File: config.mk
export PLATFORM = sky130hd
export DESIGN_NAME = pwm_timer_top
export DESIGN_NICKNAME = d
export VERILOG_FILES = /design/src/hdl/pwm_pkg.sv /design/src/hdl/cdpwm.sv /design/src/hdl/pwm_regfile.sv /design/src/hdl/pwm_timer_top.sv /design/src/hdl/std_reg.sv /design/src/hdl/tick_prescaler.sv
export VERILOG_INCLUDE_DIRS = /design/src /design/src/include
export SDC_FILE = /design/constraint.sdc
export NUM_CORES = 1
export LEC_CHECK = 0
export BUFFER_PORTS_ARGS = -buffer_cell sky130_fd_sc_hd__buf_2
export CORE_MARGIN = 4
export CORE_UTILIZATION = 65
export DETAILED_ROUTE_END_ITERATION = 16
export PLACE_DENSITY_LB_ADDON = 0.1
export SYNTH_ARGS = -nofsm -noshare
export SYNTH_HDL_FRONTEND = slang
export SYNTH_HIERARCHICAL = 1
export SYNTH_SLANG_ARGS = --single-unit
File: constraint.sdc
create_clock -name sysclk -period 3.1 [get_ports sysclk]
set_input_delay 0.31 -clock sysclk [delete_from_list [all_inputs] [get_ports sysclk]]
set_output_delay 0.31 -clock sysclk [all_outputs]
set_load 0.01 [all_outputs]
File: src/include/pwm_defines.svh
`ifndef PWM_DEFINES_SVH
`define PWM_DEFINES_SVH

// width of every channel counter and duty register.
`define PWM_WIDTH 16

// reload value of the channel counters.
// it is kept small so that a full PWM period stays short in simulation.
`define PWM_START 63

// number of PWM channels in the timer.
`define PWM_CHANNELS 4

// width of the prescale divider and of the register address.
`define PWM_PRESCALE_WIDTH 8
`define PWM_ADDR_WIDTH 4

// register map.
// bit 0 of the control register is the global enable.
`define PWM_ADDR_CTRL 0
`define PWM_ADDR_PRESCALE 1
// duty registers occupy 2 to 5 and counter readback 6 to 9.
`define PWM_ADDR_DUTY0 2
`define PWM_ADDR_COUNT0 6

`endif

File: src/hdl/pwm_pkg.sv
`include "pwm_defines.svh"

package pwm_pkg;

    // a live channel counter value.
    typedef logic [`PWM_WIDTH-1:0] count_t;

    // a duty value.
    // the output is high while the counter is below it.
    typedef logic [`PWM_WIDTH-1:0] duty_t;

    // a prescale divider value.
    // the prescaler toggles once every prescale + 1 clocks.
    typedef logic [`PWM_PRESCALE_WIDTH-1:0] prescale_t;

    // register port address and data.
    typedef logic [`PWM_ADDR_WIDTH-1:0] reg_addr_t;
    typedef logic [15:0] reg_data_t;

    // prescaler state.
    // in idle the event output is held low so the channels freeze.
    typedef enum logic {
        idle,
        run
    } prescale_state_t;

endpackage

File: src/hdl/cdpwm.sv
`timescale 1ns/1ps

module cdpwm #(
    parameter WIDTH = 16,
    parameter START = 65535
) (
    input  logic             sysclk,
    input  logic             sysreset,
    input  logic             counter_event,
    output pwm_pkg::count_t  counter_value,
    output pwm_pkg::duty_t   duty,
    input  logic             duty_load,
    input  pwm_pkg::duty_t   data_in,
    output logic             pwm_signal
);

    // one countdown PWM channel.
    // the counter reload value is fixed when the channel is built.
    // the duty value is loaded by software through duty_load.
    // software can watch counter_value to time its duty updates, since a change
    // in the middle of a period may give one odd pulse.
    // the best moment to write a new duty is just after the counter reloads.
    // duty 0 keeps the output low and duty START + 1 keeps it high.

    localparam logic [WIDTH-1:0] start_value = WIDTH'(START);

    logic             event_last;
    logic             event_edge;
    logic [WIDTH-1:0] cnt;
    logic             expired;
    logic             pwm_comb;

    // rising edge detector on the prescaler level.
    always_ff @(posedge sysclk or posedge sysreset) begin
        if (sysreset) begin
            event_last <= 1'b0;
        end else begin
            event_last <= counter_event;
        end
    end

    assign event_edge = counter_event && !event_last;

    // down counter.
    // it steps once per event edge and reloads START after reaching zero.
    assign expired = (cnt == '0);

    always_ff @(posedge sysclk or posedge sysreset) begin
        if (sysreset) begin
            cnt <= start_value;
        end else if (event_edge) begin
            if (expired) begin
                cnt <= start_value;
            end else begin
                cnt <= cnt - 1'b1;
            end
        end
    end

    assign counter_value = cnt;

    // duty storage.
    std_reg #(
        .WIDTH (WIDTH)
    ) u_duty_reg (
        .sysclk   (sysclk),
        .sysreset (sysreset),
        .q        (duty),
        .d        (data_in),
        .load     (duty_load)
    );

    // the compare is registered so the pin never sees compare glitches.
    assign pwm_comb = (cnt < duty);

    always_ff @(posedge sysclk or posedge sysreset) begin
        if (sysreset) begin
            pwm_signal <= 1'b0;
        end else begin
            pwm_signal <= pwm_comb;
        end
    end

endmodule

File: src/hdl/pwm_regfile.sv
`timescale 1ns/1ps
`include "pwm_defines.svh"

module pwm_regfile (
    input  logic                                  sysclk,
    input  logic                                  sysreset,
    input  logic                                  wr_en,
    input  pwm_pkg::reg_addr_t                    wr_addr,
    input  pwm_pkg::reg_data_t                    wr_data,
    input  pwm_pkg::reg_addr_t                    rd_addr,
    output pwm_pkg::reg_data_t                    rd_data,
    output logic                                  enable,
    output pwm_pkg::prescale_t                    prescale,
    output logic [`PWM_CHANNELS-1:0]              duty_load,
    output pwm_pkg::duty_t                        duty_data,
    input  pwm_pkg::duty_t [`PWM_CHANNELS-1:0]    duty,
    input  pwm_pkg::count_t [`PWM_CHANNELS-1:0]   counter_value
);

    // register addresses in the width of the address port.
    localparam pwm_pkg::reg_addr_t addr_ctrl     = pwm_pkg::reg_addr_t'(`PWM_ADDR_CTRL);
    localparam pwm_pkg::reg_addr_t addr_prescale = pwm_pkg::reg_addr_t'(`PWM_ADDR_PRESCALE);

    // control and prescale live here.
    // the duty values are stored in the channels and only decoded here.
    always_ff @(posedge sysclk or posedge sysreset) begin
        if (sysreset) begin
            enable   <= 1'b0;
            prescale <= '0;
        end else if (wr_en) begin
            if (wr_addr == addr_ctrl) begin
                enable <= wr_data[0];
            end
            if (wr_addr == addr_prescale) begin
                prescale <= wr_data[`PWM_PRESCALE_WIDTH-1:0];
            end
        end
    end

    // duty writes become a one-hot load strobe in the same cycle.
    // the channel register captures the data on that edge, so the new value
    // reads back one cycle after the write.
    always_comb begin
        duty_load = '0;
        for (int i = 0; i < `PWM_CHANNELS; i++) begin
            if (wr_en && (wr_addr == pwm_pkg::reg_addr_t'(`PWM_ADDR_DUTY0 + i))) begin
                duty_load[i] = 1'b1;
            end
        end
    end

    // every channel sees the same write data.
    assign duty_data = wr_data;

    // readback mux.
    // it is purely combinational, so rd_data follows rd_addr in the same cycle.
    // unmapped addresses read as zero.
    always_comb begin
        rd_data = '0;
        if (rd_addr == addr_ctrl) begin
            rd_data = pwm_pkg::reg_data_t'(enable);
        end
        if (rd_addr == addr_prescale) begin
            rd_data = pwm_pkg::reg_data_t'(prescale);
        end
        for (int i = 0; i < `PWM_CHANNELS; i++) begin
            if (rd_addr == pwm_pkg::reg_addr_t'(`PWM_ADDR_DUTY0 + i)) begin
                rd_data = pwm_pkg::reg_data_t'(duty[i]);
            end
            // live counters let software find the start of a period.
            if (rd_addr == pwm_pkg::reg_addr_t'(`PWM_ADDR_COUNT0 + i)) begin
                rd_data = pwm_pkg::reg_data_t'(counter_value[i]);
            end
        end
    end

endmodule

File: src/hdl/pwm_timer_top.sv
`timescale 1ns/1ps
`include "pwm_defines.svh"

module pwm_timer_top (
    input  logic                         sysclk,
    input  logic                         sysreset,
    input  logic                         wr_en,
    input  pwm_pkg::reg_addr_t           wr_addr,
    input  pwm_pkg::reg_data_t           wr_data,
    input  pwm_pkg::reg_addr_t           rd_addr,
    output pwm_pkg::reg_data_t           rd_data,
    output logic [`PWM_CHANNELS-1:0]     pwm_out
);

    // control from the register file to the prescaler.
    logic               enable;
    pwm_pkg::prescale_t prescale;

    // duty write path into the channels.
    logic [`PWM_CHANNELS-1:0] duty_load;
    pwm_pkg::duty_t           duty_data;

    // shared slow event level from the prescaler.
    logic counter_event;

    // per channel state returned for readback.
    pwm_pkg::duty_t [`PWM_CHANNELS-1:0]  duty;
    pwm_pkg::count_t [`PWM_CHANNELS-1:0] counter_value;

    // register decoder and readback mux.
    pwm_regfile u_regfile (
        .sysclk        (sysclk),
        .sysreset      (sysreset),
        .wr_en         (wr_en),
        .wr_addr       (wr_addr),
        .wr_data       (wr_data),
        .rd_addr       (rd_addr),
        .rd_data       (rd_data),
        .enable        (enable),
        .prescale      (prescale),
        .duty_load     (duty_load),
        .duty_data     (duty_data),
        .duty          (duty),
        .counter_value (counter_value)
    );

    // one prescaler drives all channels, so they stay in step.
    tick_prescaler u_prescaler (
        .sysclk        (sysclk),
        .sysreset      (sysreset),
        .enable        (enable),
        .prescale      (prescale),
        .counter_event (counter_event)
    );

    // the channels differ only in their duty register and output pin.
    for (genvar i = 0; i < `PWM_CHANNELS; i++) begin : g_channel
        cdpwm #(
            .WIDTH (`PWM_WIDTH),
            .START (`PWM_START)
        ) u_cdpwm (
            .sysclk        (sysclk),
            .sysreset      (sysreset),
            .counter_event (counter_event),
            .counter_value (counter_value[i]),
            .duty          (duty[i]),
            .duty_load     (duty_load[i]),
            .data_in       (duty_data),
            .pwm_signal    (pwm_out[i])
        );
    end

endmodule

File: src/hdl/std_reg.sv
`timescale 1ns/1ps

module std_reg #(
    parameter WIDTH = 16
) (
    input  logic             sysclk,
    input  logic             sysreset,
    output logic [WIDTH-1:0] q,
    input  logic [WIDTH-1:0] d,
    input  logic             load
);

    // plain storage element with a load enable.
    // the value is captured on the clock edge where load is high.
    // otherwise it holds, and reset brings it back to zero.
    always_ff @(posedge sysclk or posedge sysreset) begin
        if (sysreset) begin
            q <= '0;
        end else if (load) begin
            q <= d;
        end
    end

    // the register is shared by several blocks.
    // its width comes from the instance, so one module serves every vector size.

endmodule

File: src/hdl/tick_prescaler.sv
`timescale 1ns/1ps

module tick_prescaler (
    input  logic                sysclk,
    input  logic                sysreset,
    input  logic                enable,
    input  pwm_pkg::prescale_t  prescale,
    output logic                counter_event
);

    // state of the divider and the clocks left until the next toggle.
    pwm_pkg::prescale_state_t state;
    pwm_pkg::prescale_t       div_cnt;

    // the divider counts down from prescale and toggles counter_event at zero.
    // a full event period is therefore 2 * (prescale + 1) clocks.
    // prescale is sampled again at every reload, so a new value applies after the
    // current half period ends.
    always_ff @(posedge sysclk or posedge sysreset) begin
        if (sysreset) begin
            state         <= pwm_pkg::idle;
            div_cnt       <= '0;
            counter_event <= 1'b0;
        end else begin
            case (state)
                pwm_pkg::idle: begin
                    // the event output stays low while stopped.
                    counter_event <= 1'b0;
                    div_cnt       <= prescale;
                    if (enable) begin
                        state <= pwm_pkg::run;
                    end
                end
                default: begin
                    if (!enable) begin
                        // dropping the event level freezes all channel counters.
                        state         <= pwm_pkg::idle;
                        counter_event <= 1'b0;
                    end else if (div_cnt == '0) begin
                        counter_event <= !counter_event;
                        div_cnt       <= prescale;
                    end else begin
                        div_cnt <= div_cnt - 1'b1;
                    end
                end
            endcase
        end
    end

endmodule

==> results.txt <==
The run gives 1 as the number of antenna violations at the first check in global routing. The maximum clock skew at final layout was 0.0106 ns; the number of nets in the final layout was 1124. In the detailed route, the total length drawn on met3 is 1.80 mm.

The mean instance size in the synthesized netlist came out at 10.0 µm². By area the synthesized netlist is led by sky130_fd_sc_hd__dfrtp_1, sky130_fd_sc_hd__ha_1, sky130_fd_sc_hd__dfstp_2. The proportion of synthesized chip area in sequential cells is 0.384. The die height is 133 µm, and the number of gates given a new drive strength after cts is 0. The placed wire-length estimate after detailed placement is 19.3 mm, and the switching power is 3.17 mW. The overall power consumption is 8.33 mW, and the routed wirelength normalized by instance count is 20.9 µm. For this run, the leading register cell type out of synthesis is sky130_fd_sc_hd__dfrtp_1. The share of the synthesized area in the top cell type works out to 0.322. The tools report the worst slew margin relative to its limit as 0.502. The count of pins over their slew limit is 0, and the share of total power in sequential cells is 0.415. Synthesis produced a netlist with a net count of 1108.

The standard cell with the maximum stage delay on the critical path is sky130_fd_sc_hd__buf_2. The number of stages on the worst hold path was 2; the die area was 17700 µm². The critical path launch point type is an input port.

The library cell used most frequently in the layout, excluding fill and tap cells, is sky130_fd_sc_hd__dfrtp_1. 0 antenna diodes ended up in the layout. The root buffer cell chosen for the clock tree is sky130_fd_sc_hd__clkbuf_16.

The number of buffers added to fix hold violations after cts is 1, and the delay of the slowest critical-path stage is 0.53 ns. The smallest clock period supported by the final layout is computed as 2.49 ns. Fraction of synthesis flops using an asynchronous set or reset pin: 1.00. The critical path in this run is classified as in -> out. The leakage component of the power came out at 5.29 nW. The setup slack of the most critical reg-to-reg path is 0.66 ns, and the count of port buffers added during placement is 46.

After detailed routing, the wire length on met1 is 11.4 mm. The met2 layer wire length in the routed design is 12.3 mm. Startpoint of the lowest-slack hold path: wr_data[10]. Total number of H-tree levels: 4. Entering global routing, the biggest net connects 42 pins. The floorplan step set the die width to 133 µm. At the worst endpoint, the required time is 2.79 ns. For this run, the detailed router's first-pass iteration total came to 7.

The switching power share of the total came out at 0.380. In this run the critical register-to-register path is launched from u_prescaler/counter_event. Highest routed metal layer: met5.

In this run the core area contains 45 standard-cell rows. The tools report the total number of vias as 7924. The tools report the number of sinks handled by clock tree synthesis as 155. The core region is 15300 µm². Final-report hold violation count: 0. Counting stages on the worst path, the most repeated cell is sky130_fd_sc_hd__buf_2. The placed instances occupy a cell area of 10300 µm². The clock-pin transition on the worst setup and hold timing paths is 0.07 ns. The top cell types in the final layout, fill and taps aside, are sky130_fd_sc_hd__dfrtp_1, sky130_fd_sc_hd__inv_1, sky130_fd_sc_hd__ha_1.

The critical-path maximum fanout works out to 41. The setup violation total in the final timing report is 0. Traced cell by cell, the critical path runs through buf_2 -> or3b_1 -> o21ai_0 -> o41ai_1 -> o31ai_1 -> buf_2.

The violation count after the first detailed-route iteration is 648, and the critical path arrival is 2.18 ns. The total DRC errors in the routed layout was 0; the number of ports placed on the die boundary was 47. The logs give 0.245 for the share of power burned in the clock network and 6 for the total of warnings raised by yosys. The first global-routing pass estimated 42.4 mm of wire.

Setup repair after global routing left no endpoint under its margin. Derived from the worst setup path, the maximum achievable clock frequency is 0.402 GHz. After synthesis the netlist holds a flip-flop and latch count of 155. For hold timing, the worst endpoint is g_channel[1].u_cdpwm/u_duty_reg/q[10].

The run finished with clean final reports. The depth of the worst register-to-register path was 4; the final clock period utilization by the worst path was 0.803. The tools report the number of global-route vias before repair as 7652.

Counting the buffers created by CTS gives 17. The starting utilization of the core area is 0.667. Counting flops with a built-in enable in the synthesized netlist gives 0.

For the share of total power in combinational logic, the log shows 0.341. The worst setup path is captured at a primary output. The run gives 10900 µm² as the final design area excluding fillers. The clock latency of the later-clocked register in the worst-skew pair was 0.43 ns. At the pin with the least slew margin, the transition time is 0.745 ns. The logs give 0.304 for the global routing usage summed across all routing layers and 0 for the number of buffers added for setup after CTS. The netlist uses 77 different library cells.

Worst vdd rail ir drop: 0.515 mV. Dividing the detail-routed via count by the number of cells gives 6.31. The cell type with the largest total area after synthesis was sky130_fd_sc_hd__dfrtp_1. Summed over all layers, the global routing overflow is 0. The routability congestion estimate from global placement came out at 0.903.

The mapped netlist covers 10200 µm². For the final total negative setup slack, the log shows 0 ns. The power per cell area is 764 nW/µm². Synthesis handed over a netlist of 1015 instances. The run gives 26.2 mm as the aggregate routed wire length. Max-cap check violation count: 0. Ratio of cells with drive above 1 in the final layout: 0.210. The tightest min-delay check is of the in -> reg type. The capturing point of the worst reg2reg path was g_channel[2].u_cdpwm/counter_value[14].

The internal portion of the total power is 5.16 mW. The number of routed nets with antenna violations is 0. The signed area change from the synthesized netlist to the final layout works out to 7.14%.

The maximum root-to-sink buffer count was 2. TritonCTS built the clock tree.
area by class of cell:
| class | count | area [µm²] |
|---|---|---|
| multi-input cells | 699 | 5460 |
| fillers | 1131 | 4350 |
| flip-flops and latches | 155 | 3910 |
| clock buffers | 21 | 470 |
| inverters | 101 | 379 |
| repair buffers | 57 | 315 |
| well taps | 211 | 264 |
| clock inverters | 11 | 110 |
power by group through the flow:
stage	logic [mW]	clock network, mW	registers (mW)
after floorplan	2.30	0	3.12
after global placement	2.67	0	3.45
after detailed placement	2.75	0	3.46
after CTS	2.80	2.06	3.44
after global routing	3.18	2.16	3.54
final	2.84	2.04	3.45
cell families (layout without fill, tap and decap cells):
family	count (synthesis)	after routing	synth area share
xor gates and xnor gates	41	41	0.0353
adders and majority gates	66	66	0.0811
muxes	110	110	0.135
and+or+nand+nor	297	297	0.163
AOI/OAI and AO/OA	185	185	0.121
buffers and inverters	161	190	0.0802
DFF	155	155	0.384
worst max-delay path, delay by kind of cell:
family | cells | cell delay, ns
buffers and inverters | 2 | 0.73
AO/OA/AOI/OAI | 3 | 0.78
AND/OR/NAND/NOR | 1 | 0.35
sequential cells by signal (all words and copies together), names as in the netlist:
signal	flops
u_regfile/enable	1
g_channel.u_cdpwm/pwm_signal	4
u_prescaler/counter_event	1
g_channel.u_cdpwm/event_last	4
g_channel.u_cdpwm/counter_value	64
u_prescaler/div_cnt	8
u_prescaler/state	1
u_regfile/prescale	8
g_channel.u_cdpwm/u_duty_reg/q	64
Yosys cell counts, types with 16 or more instances:
library cell,number
sky130_fd_sc_hd__a21o_1,20
sky130_fd_sc_hd__a21oi_1,37
sky130_fd_sc_hd__buf_2,16
sky130_fd_sc_hd__buf_4,22
sky130_fd_sc_hd__dfrtp_1,131
sky130_fd_sc_hd__dfstp_2,24
sky130_fd_sc_hd__ha_1,66
sky130_fd_sc_hd__inv_1,100
sky130_fd_sc_hd__mux2_2,38
sky130_fd_sc_hd__mux2_4,40
sky130_fd_sc_hd__mux2i_1,26
sky130_fd_sc_hd__nand2_1,57
sky130_fd_sc_hd__nor2_1,53
sky130_fd_sc_hd__nor2b_1,16
sky130_fd_sc_hd__nor3_1,24
sky130_fd_sc_hd__nor4_1,24
sky130_fd_sc_hd__o21ai_0,41
sky130_fd_sc_hd__or3_1,29
sky130_fd_sc_hd__xnor2_1,32
layer usage:
metal,track usage,up-vias
li1,-,3639
met1,0.433,3873
met2,0.481,357
met3,0.0517,53
met4,0.0931,2
met5,0,-
how the worst max path moves through the flow:
stage	start	to	slack, ns	cells past startpoint
floorplan	g_channel[3].u_cdpwm/counter_value[7]	g_channel[3].u_cdpwm/counter_value[14]	1.06	5
global placement	rd_addr[1]	rd_data[4]	0.71	6
detailed placement	rd_addr[2]	rd_data[2]	0.73	6
CTS	u_prescaler/counter_event	g_channel[0].u_cdpwm/counter_value[15]	0.70	4
global route	rd_addr[1]	rd_data[4]	0.44	6
finish	rd_addr[1]	rd_data[4]	0.61	6
through the flow:
stage / cells / util / setup slack [ns] / hold WS (ns)
after floorplan: 1015 / - / 1.06 / 0.138
after global placement: 1222 / 0.676 / 0.708 / 0.414
after detailed placement: 1222 / 0.676 / 0.726 / 0.412
after CTS: 1255 / 0.715 / 0.702 / 0.171
after global routing: 1255 / 0.715 / 0.438 / 0.191
final: 1255 / 0.715 / 0.610 / 0.189
Note: power is estimated with default switching activity, not from simulation.
